--- config.mk ---
export PLATFORM = sky130hd
export DESIGN_NAME = execCore
export DESIGN_NICKNAME = d
export VERILOG_FILES = /design/src/logic/execPkg.sv /design/src/logic/aluUnit.sv /design/src/logic/execCore.sv /design/src/logic/gprFile.sv /design/src/logic/instrDecoder.sv
export SDC_FILE = /design/constraint.sdc
export NUM_CORES = 2
export LEC_CHECK = 0
export BUFFER_PORTS_ARGS = -buffer_cell sky130_fd_sc_hd__clkbuf_2
export CAP_MARGIN = 20
export CORE_MARGIN = 3
export CORE_UTILIZATION = 58
export DETAILED_ROUTE_END_ITERATION = 6
export GPL_TIMING_DRIVEN = 0
export PLACE_DENSITY = 0.77
export SLEW_MARGIN = 30
export SYNTH_ARGS = -nofsm -noshare
export SYNTH_HDL_FRONTEND = slang
export SYNTH_HIERARCHICAL = 1
export SYNTH_SLANG_ARGS = --single-unit
--- constraint.sdc ---
create_clock -name clk -period 6.3 [get_ports clk]
set_input_delay 0.315 -clock clk [delete_from_list [all_inputs] [get_ports clk]]
set_output_delay 0.315 -clock clk [all_outputs]
set_load 0.02 [all_outputs]
--- src/logic/execPkg.sv ---
package execPkg;

    localparam int DATA_W = 32;
    localparam int REG_COUNT = 32;
    localparam int REG_ADDR_W = $clog2(REG_COUNT);
    localparam logic [REG_ADDR_W-1:0] REG_ADDR_FLAG = REG_ADDR_W'(REG_COUNT - 1);

    // Bit positions inside the flag word.
    localparam int FLAG_Z = 0;
    localparam int FLAG_N = 1;
    localparam int FLAG_C = 2;
    localparam int FLAG_V = 3;

    typedef enum logic [5:0] {
        OP_ADD  = 6'h01,
        OP_SUB  = 6'h02,
        OP_AND  = 6'h03,
        OP_OR   = 6'h04,
        OP_XOR  = 6'h05,
        OP_SHL  = 6'h06,
        OP_CMP  = 6'h07,
        OP_ADDF = 6'h08,
        OP_ADDI = 6'h10,  // Immediate forms start here.
        OP_ORI  = 6'h11
    } opcode_e;

    typedef enum logic [2:0] {
        ALU_ADD = 3'd0,
        ALU_SUB = 3'd1,
        ALU_AND = 3'd2,
        ALU_OR  = 3'd3,
        ALU_XOR = 3'd4,
        ALU_SHL = 3'd5
    } aluOp_e;

    typedef enum logic [1:0] {
        FLAG_OP_DIS        = 2'b00,
        FLAG_OP_SET        = 2'b01,
        FLAG_OP_SET_AND_WR = 2'b10
    } flagOp_e;

    typedef struct packed {
        opcode_e               opcode;
        logic [REG_ADDR_W-1:0] rd;
        logic [REG_ADDR_W-1:0] rs1;
        logic [REG_ADDR_W-1:0] rs2;
        logic [10:0]           unused;
    } rType_t;

    typedef struct packed {
        opcode_e               opcode;
        logic [REG_ADDR_W-1:0] rd;
        logic [REG_ADDR_W-1:0] rs1;
        logic [15:0]           imm;  // Sign-extended on use.
    } iType_t;

    typedef union packed {
        rType_t r;
        iType_t i;
    } instrWord_u;

    typedef struct packed {
        logic [REG_ADDR_W-1:0] a1;
        logic [REG_ADDR_W-1:0] a2;
        logic [REG_ADDR_W-1:0] aWr;
        logic                  useImm;
        logic [DATA_W-1:0]     imm;
        aluOp_e                aluOp;
        logic                  we;
        flagOp_e               flagOp;
    } ctrl_t;

endpackage

--- src/logic/aluUnit.sv ---
`timescale 1ns/1ps

module aluUnit import execPkg::*; (
    input  ctrl_t             ctrl,
    input  logic [DATA_W-1:0] rd1,
    input  logic [DATA_W-1:0] rd2,
    output logic [DATA_W-1:0] result,
    output logic [DATA_W-1:0] nFlag
);

    logic [DATA_W-1:0] opB;
    logic [DATA_W:0]   sum;
    logic              carry;
    logic              ovf;

    assign opB = ctrl.useImm ? ctrl.imm : rd2;

    always_comb begin
        sum    = '0;
        carry  = 1'b0;
        ovf    = 1'b0;
        result = '0;

        case (ctrl.aluOp)
            ALU_ADD: begin
                sum    = {1'b0, rd1} + {1'b0, opB};
                result = sum[DATA_W-1:0];
                carry  = sum[DATA_W];
                ovf    = (rd1[DATA_W-1] == opB[DATA_W-1]) &&
                         (result[DATA_W-1] != rd1[DATA_W-1]);
            end
            ALU_SUB: begin
                sum    = {1'b0, rd1} - {1'b0, opB};
                result = sum[DATA_W-1:0];
                carry  = sum[DATA_W];  // Borrow, set when rd1 < opB unsigned.
                ovf    = (rd1[DATA_W-1] != opB[DATA_W-1]) &&
                         (result[DATA_W-1] != rd1[DATA_W-1]);
            end
            ALU_AND: result = rd1 & opB;
            ALU_OR:  result = rd1 | opB;
            ALU_XOR: result = rd1 ^ opB;
            ALU_SHL: result = rd1 << opB[4:0];
            default: result = '0;
        endcase
    end

    always_comb begin
        nFlag         = '0;
        nFlag[FLAG_Z] = (result == '0);
        nFlag[FLAG_N] = result[DATA_W-1];
        nFlag[FLAG_C] = carry;
        nFlag[FLAG_V] = ovf;
    end

endmodule

--- src/logic/execCore.sv ---
`timescale 1ns/1ps

module execCore import execPkg::*; (
    input  logic              clk,
    input  logic              rstN,
    input  logic              issue,
    input  instrWord_u        instr,
    output logic [DATA_W-1:0] result,
    output logic [DATA_W-1:0] flag
);

    ctrl_t             ctrl;
    logic [DATA_W-1:0] rd1;
    logic [DATA_W-1:0] rd2;
    logic [DATA_W-1:0] nFlag;

    instrDecoder u_decoder (
        .instr (instr),
        .issue (issue),
        .ctrl  (ctrl)
    );

    gprFile u_gpr (
        .clk    (clk),
        .rstN   (rstN),
        .we     (ctrl.we),
        .flagOp (ctrl.flagOp),
        .a1     (ctrl.a1),
        .a2     (ctrl.a2),
        .aWr    (ctrl.aWr),
        .din    (result),     // Written back at the issuing edge.
        .nFlag  (nFlag),
        .rd1    (rd1),
        .rd2    (rd2),
        .flag   (flag)
    );

    aluUnit u_alu (
        .ctrl   (ctrl),
        .rd1    (rd1),
        .rd2    (rd2),
        .result (result),
        .nFlag  (nFlag)
    );

endmodule

--- src/logic/gprFile.sv ---
`timescale 1ns/1ps

module gprFile import execPkg::*; (
    input  logic                  clk,
    input  logic                  rstN,
    input  logic                  we,
    input  flagOp_e               flagOp,
    input  logic [REG_ADDR_W-1:0] a1,
    input  logic [REG_ADDR_W-1:0] a2,
    input  logic [REG_ADDR_W-1:0] aWr,
    input  logic [DATA_W-1:0]     din,
    input  logic [DATA_W-1:0]     nFlag,
    output logic [DATA_W-1:0]     rd1,
    output logic [DATA_W-1:0]     rd2,
    output logic [DATA_W-1:0]     flag
);

    // Storage for r1..r30; r0 is hardwired, r31 maps to the flag word.
    logic [DATA_W-1:0] regs [1:REG_COUNT-2];
    logic [DATA_W-1:0] flagReg;
    logic              flagLoad;
    logic              regWr;

    function automatic logic [DATA_W-1:0] readPort(input logic [REG_ADDR_W-1:0] a);
        logic [DATA_W-1:0] val;
        if (a == '0) begin
            val = '0;
        end else if (a == REG_ADDR_FLAG) begin
            val = flagReg;
        end else begin
            val = regs[a];
        end
        return val;
    endfunction

    always_comb begin
        rd1 = readPort(a1);
        rd2 = readPort(a2);
    end

    assign flagLoad = (flagOp == FLAG_OP_SET) || (flagOp == FLAG_OP_SET_AND_WR);
    assign regWr    = we && (aWr != '0) && (aWr != REG_ADDR_FLAG);

    always_ff @(posedge clk or negedge rstN) begin
        if (!rstN) begin
            for (int i = 1; i < REG_COUNT - 1; i++) begin
                regs[i] <= '0;
            end
        end else if (regWr) begin
            regs[aWr] <= din;
        end
    end

    always_ff @(posedge clk or negedge rstN) begin
        if (!rstN) begin
            flagReg <= '0;
        end else if (flagLoad) begin
            flagReg <= nFlag;                  // ALU flags beat a direct write.
        end else if (we && aWr == REG_ADDR_FLAG) begin
            flagReg <= din;
        end
    end

    assign flag = flagReg;

endmodule

--- src/logic/instrDecoder.sv ---
`timescale 1ns/1ps

module instrDecoder import execPkg::*; (
    input  instrWord_u instr,
    input  logic       issue,
    output ctrl_t      ctrl
);

    localparam int IMM_W = $bits(instr.i.imm);

    always_comb begin
        ctrl        = '0;
        ctrl.a1     = instr.r.rs1;    // Same position in both views.
        ctrl.aWr    = instr.r.rd;
        ctrl.imm    = {{(DATA_W-IMM_W){instr.i.imm[IMM_W-1]}}, instr.i.imm};
        ctrl.aluOp  = ALU_ADD;
        ctrl.flagOp = FLAG_OP_DIS;

        case (instr.r.opcode)
            OP_ADD, OP_SUB, OP_AND, OP_OR, OP_XOR, OP_SHL, OP_ADDF: begin
                ctrl.a2 = instr.r.rs2;
                ctrl.we = 1'b1;
            end
            OP_CMP: begin
                ctrl.a2 = instr.r.rs2;  // Compare only, no register write.
            end
            OP_ADDI, OP_ORI: begin
                ctrl.useImm = 1'b1;
                ctrl.we     = 1'b1;
            end
            default: ;                  // Unknown opcode is a no-op.
        endcase

        case (instr.r.opcode)
            OP_SUB, OP_CMP: ctrl.aluOp = ALU_SUB;
            OP_AND:         ctrl.aluOp = ALU_AND;
            OP_OR, OP_ORI:  ctrl.aluOp = ALU_OR;
            OP_XOR:         ctrl.aluOp = ALU_XOR;
            OP_SHL:         ctrl.aluOp = ALU_SHL;
            default:        ctrl.aluOp = ALU_ADD;
        endcase

        if (instr.r.opcode == OP_CMP) begin
            ctrl.flagOp = FLAG_OP_SET;
        end else if (instr.r.opcode == OP_ADDF) begin
            ctrl.flagOp = FLAG_OP_SET_AND_WR;
        end

        // Without a strobe nothing may change state.
        if (!issue) begin
            ctrl.we     = 1'b0;
            ctrl.flagOp = FLAG_OP_DIS;
        end
    end

endmodule

== Yosys cells after proc, flatten, opt, wreduce, memory -nomap -nowiden ==
Index checks and enable logic that the tools add are counted.
Operators by class
  add/sub/neg operators: 2
  multipliers: 0
  divide/modulo/power cells: 0
  order comparisons: 4
  equal/unequal tests: 25
  shift operators: 1
  multiplexer cells: 26
  bitwise operators: 6
  reduce and logical (&&, ||, !) cells: 18
Operators by type and width (number)
  $bwmux 960: 1
  $mux 32: 12
  $bmux 32 s5: 2
  $pmux 32 s6: 1
  $demux 32 s5: 1
  $add 32x32->33: 1
  $sub 32x32->33: 1
  $and 32x32->32: 1
  $logic_not 32->1: 1
  $or 32x32->32: 1
  $shl 32x5->32: 1
  $xor 32x32->32: 1
  $eq 6x3->1 const B: 4
  $ge 6x6->1 const B: 3
  $not 5->6: 3
  $eq 5x5->1 const B: 3
  $pmux 3 s5: 1
  $eq 6x2->1 const B: 2
  $eq 6x5->1 const B: 2
  $logic_not 5->1: 2
  $reduce_or 9->1: 1
  $reduce_or 8->1: 1
  $eq 3x2->1 const B: 2
  $eq 3x3->1 const B: 2
  other kinds (20): 32
Word-level totals
  register bits after elaboration: 992
  latch bits: 0
  memory bits (writable): 0
  memory bits (read-only): 0
  bits of input ports: 35
  output and inout bits: 64
  word-level logic and storage cells: 113
  memories: 0

== Depth between registers and ports, before layout ==
  depth after elaboration: 15
  mapped depth: 34
  depth with buffers taken out: 26

== Cells and area by module ==
Netlist, hierarchy kept.
Modules (own cells, without submodules)
  gprFile: times used 1, cells an instance 3868, area an instance 54051.8 um2, seq. area each 24823.8 um2
  aluUnit: times used 1, cells an instance 1130, area an instance 8139.1 um2, seq. area each 0.0 um2
  instrDecoder: times used 1, cells an instance 82, area an instance 583.1 um2, seq. area each 0.0 um2

== Least setup slack after synthesis ==
OpenSTA, ideal clock, no wires.
  path type: input to register
  from: input port instr[26] (netlist bit)
  to: register u_gpr.flagReg[0] (netlist: u_gpr/flag[0])
  library setup time: 83 ps
  arrival time: 7065 ps
  data required time: 6217 ps
  path slack: -848 ps
  cell stages on the path: 30
  path buffers: 7
  cells stage by stage: buf_6 nor3_4 xnor2_2 and3_1 buf_2 buf_2 buf_1 mux2_2 a221oi_1 nor3_1 a211oi_1 o21ai_1 mux2i_1 clkbuf_1 clkbuf_1 ha_1 clkbuf_1 a211oi_1 o31ai_1 a2111o_1 and3b_1 or2_2 a311oi_1 o311ai_0 or4bb_1 nor4_1 nand4bb_1 nor2_1 nand2_1 o21ai_0
RTL lines
  start, declared: line execCore.sv:7  | input instrWord_u instr,
  end signal, assigned: line gprFile.sv:58  | flagReg <= nFlag;
  end signal, assigned: line gprFile.sv:60  | flagReg <= din;
  end, declared: line gprFile.sv:20  | logic [DATA_W-1:0] flagReg;

== Worst setup path after layout ==
  from: input port instr[19] (netlist bit)
  to: output port result[31]
Between the ends
  cells in the longest elaborated chain, start to end: 8
  elaborated cells on any way between the ends: 15
  those cells by class: add/sub (2); eq/ne (1); shift (1); mux (6); bitwise (4); reduce/logical (1)
RTL lines
  $not 5->6 (implied by the code): line gprFile.sv:31  | val = regs[a];
  $bmux 32 s5: line gprFile.sv:31
  $mux 32 (implied by the code) (2 in series): line gprFile.sv:31
  $mux 32: line gprFile.sv:28  | end else if (a == REG_ADDR_FLAG) begin
  $mux 32 (*): line gprFile.sv:26  | if (a == '0) begin
  via rd1[7]: line execCore.sv:13  | logic [DATA_W-1:0] rd1;
  $sub 32x32->33, or another cell as far along: line aluUnit.sv:33  | sum = {1'b0, rd1} - {1'b0, opB};
  $pmux 32 s6 (*): line aluUnit.sv:24  | case (ctrl.aluOp)
  end, declared: line execCore.sv:8  | output logic [DATA_W-1:0] result,
The timed path passes the listed nets; every way through them passes the cells marked *. The select of a mux whose other input is x is not followed.

==> summary.md <==
| Metric | Value |
|---|---|
| CTS tree | built |
| Max-slew headroom | 0.205 |
| Multi-input logic area | 36800 um^2 |
| Async set-or-reset flop fraction in the synthesized netlist | 1.00 |
| Die area | between 100000 and 150000 um^2 |
| Final setup vio count | about 450 |
| Clock latency on the worst-skew pair | about 0.74 ns |
| HP Class | in2async |
| Hold Fails Final Rpt | 0 |
| Synth unique cells | 100 |
| Most frequent cells in the layout | mux2_2 (1064), dfrtp_1 (992), mux4_2 (348) |
| Die Ht | about 330 um |
| Yosys reg bits | between 900 and 1000 |
| Fillcell total | around 7500 |
| Failing checks | design-rule violations, negative setup slack |
| Num ports | 99 |
| Setup TNS | -69.96 ns |
| Comb power frac | 0.190 |
| Crit path kind | in2out |
| Proportion of layout cells with a drive suffix above 1 | 0.462 |
| First-pass GRT wire length | around 400000 um |
| Fmax | around 0.14 GHz |
| Warnings from Yosys | 6 |
| Max Clock Skew | 0.0431 ns |
| CP Data Arrival Time | approximately 6.7 ns |
| H-tree depth | 3 |
| GRT overflow | 0 |
| Row count | 120 |
| P_leak | 33.7 nW |
| Area Overhead vs Synth | 18.3% |
| Total clock sinks | just under 1000 |
| Number of max-cap violations | 0 |
| Register area | approximately 25000 um^2 |
| Final setup margin | -0.698 ns |
| Mapped cell area | between 60000 and 70000 um^2 |
| Pins over their slew limit | 0 |
| Cell count after synthesis | approximately 5100 |
| Worst vdd ir | about 0.24 mV |
| Status | complete, but fails checks |
| Initial antenna violation count | 12 |
| DRT Wirelength | between 200000 and 300000 um |
| Core Box Area | about 110000 um^2 |
| Int Power | ~0.011 W |
| CP required | roughly 6.0 ns |
| Post-DRT Antenna Nets | 0 |
| Pwr dens | 222 nW/um^2 |
| Width of the die | between 300 and 400 um |
| Fin nets | about 5700 |
| DRT iter0 DRCs | a little over 9000 |
| Final period util | 1.11 |
| CP endpoint kind | primary output |
| GRT Resource Usage Total | 0.508 |
| Critical path startpoint category | input pin |
| Pre-CTS setup slack | -4.22 ns |
| Via-to-Cell Ratio | slightly below 8 |
| Clock Tree Buf Depth | 3 |
| Synthesized area per cell | roughly 12 um^2 |
| Initial core utilization | 0.586 |
| I/O Buffers | 73 |
| Clk network pwr share | 0.395 |
| CTS Root Cell | clkbuf_16 |
| Via count | between 50000 and 60000 |
| Commonest non-fill, non-tap cell in the layout | mux2_2 |
| Vias in the first global route | roughly 53000 |
| Tightest Pin Transition | between 1 and 1.5 ns |
| Seq pwr share | 0.415 |
| Placer Congestion | ~1.1 |
| Net Sw Frac | 0.305 |
| Critical path peak fanout | 10 |
| CTS Buf Count | between 100 and 150 |
| Reg clk slew, reported paths | approximately 0.060 ns |
| Post-DP HPWL | 203000 um |
| Reg2reg setup slack | -0.13 ns |
| Final min period | approximately 7 ns |
| Post-synth top flop | dfrtp_1 |
| RSZ-0062 raised after global routing | yes |
| Average wire per standard cell | roughly 42 um |
| Largest net degree at the start of global routing | 81 |
| Post-synthesis sequential area ratio | 0.395 |
| Drt first pass iters | 7 |
| Switch Pwr | roughly 0.005 W |
| Drt drc | 1 |
| Post-synth EDFFs | 0 |
-- logic make-up after synthesis --
kind of cell / synth area share
adders and majority gates: 0.0240
other: 0.0000597
muxes: 0.380
xor gates and xnor gates: 0.00458
buffers and inverters: 0.0522
DFF: 0.395
AOI/OAI and AO/OA: 0.0942
and+or+nand+nor: 0.0492
-- Yosys cell counts (38+ instances only) --
cell | instances | share of area
nor3_1 | 70 | 0.0056
a211oi_1 | 49 | 0.0059
dfrtp_1 | 992 | 0.40
nand2_1 | 224 | 0.013
clkbuf_1 | 260 | 0.016
mux2_1 | 38 | 0.0068
a21oi_1 | 125 | 0.010
mux4_2 | 348 | 0.12
nor2b_1 | 55 | 0.0055
mux2_2 | 1078 | 0.19
nor2_1 | 120 | 0.0072
buf_1 | 45 | 0.0027
a22oi_1 | 66 | 0.0079
a221oi_1 | 79 | 0.011
o211ai_1 | 42 | 0.0050
mux2i_1 | 287 | 0.046
buf_2 | 141 | 0.011
buf_4 | 95 | 0.011
inv_1 | 105 | 0.0063
ha_1 | 117 | 0.023
o21ai_0 | 188 | 0.015
-- flip-flops by register name (all words and copies together), names as in the netlist --
name / flops
u_gpr/flag: 32
u_gpr/regs: 960
-- power by group through the flow --
stage | Clock (W) | Combinational, W | Sequential [W]
floorplan | 0 | 0.00135 | 0.00688
global placement | 0 | 0.00243 | 0.00694
detailed placement | 0 | 0.00251 | 0.00694
CTS | 0.00649 | 0.00277 | 0.00683
global route | 0.00677 | 0.00315 | 0.00686
finish | 0.00653 | 0.00313 | 0.00685
-- stage by stage --
stage          hold slack (ns)  instances  cell area, um^2  utilization  total power [W]
2_1_floorplan           0.0194       5107            63000            -          0.00823
3_3_place_gp             0.482       6583            65100        0.607          0.00937
3_5_place_dp             0.240       6622            65900        0.615          0.00945
4_1_cts                 0.0499       6932            72900        0.680           0.0161
5_1_grt                 0.0869       6983            74200        0.692           0.0168
6_report                0.0697       6997            74300        0.693           0.0165
-- worst paths after layout --
| check | to | start | cells past startpoint |
|---|---|---|---|
| min | u_gpr/regs[570] | rstN | 2 |
| max | result[31] | instr[19] | 22 |
| max in group asynchronous | u_gpr/regs[594] | rstN | 6 |
| max reg2reg | u_gpr/flag[0] | u_gpr/regs[934] | 20 |
| min in group clk | u_gpr/flag[1] | issue | 5 |
| min reg2reg | u_gpr/regs[481] | u_gpr/regs[481] | 1 |
-- cell type report --
cell class                      count  share of cell area
Buffer                            555              0.0544
Antenna cell                       15            0.000505
Clock inverter                     26             0.00499
Inverter                          111             0.00581
Timing Repair Buffer              293              0.0371
Sequential cell                   992               0.334
Clock buffer                      164              0.0434
Multi-Input combinational cell   3438               0.496
Tap cell                         1403              0.0236
-- critical path, cell delays in order --
cell and delay (ns):
buf_4 0.17, buf_2 0.32, clkbuf_1 0.83, buf_1 0.83, nand2_1 0.14, o21ai_1 0.42, a22oi_1 0.21, o211ai_1 0.29
inv_1 0.10, ha_2 0.45, nor2b_2 0.37, o2111ai_4 0.20, a311oi_4 0.34, buf_12 0.18, o21ai_4 0.08, a21o_1 0.25
buf_4 0.15, o41ai_2 0.37, nor3_2 0.11, a31oi_4 0.18, or2_4 0.18, buf_4 0.15
-- repair_timing --
action,in CTS,in global routing
setup buffers,126,54
hold buffers,1,0
pin swaps,80,51
endpoints found under the hold margin,168,0
endpoints found under the setup margin,1024,608
gates cloned,2,3
gates resized for setup,544,249
-- metal layers --
| metal | GRT usage | wire length [um] | part of all wire | vias to the layer above |
|---|---|---|---|---|
| met5 | 0.0169 | 273 | 0.00094 | - |
| met4 | 0.440 | 32100 | 0.11 | 12 |
| met1 | 0.572 | 93000 | 0.32 | 27400 |
| li1 | - | - | - | 20100 |
| met3 | 0.263 | 47400 | 0.16 | 1691 |
| met2 | 0.702 | 118000 | 0.41 | 5248 |
No activity file was read; power rests on OpenSTA's default activity.
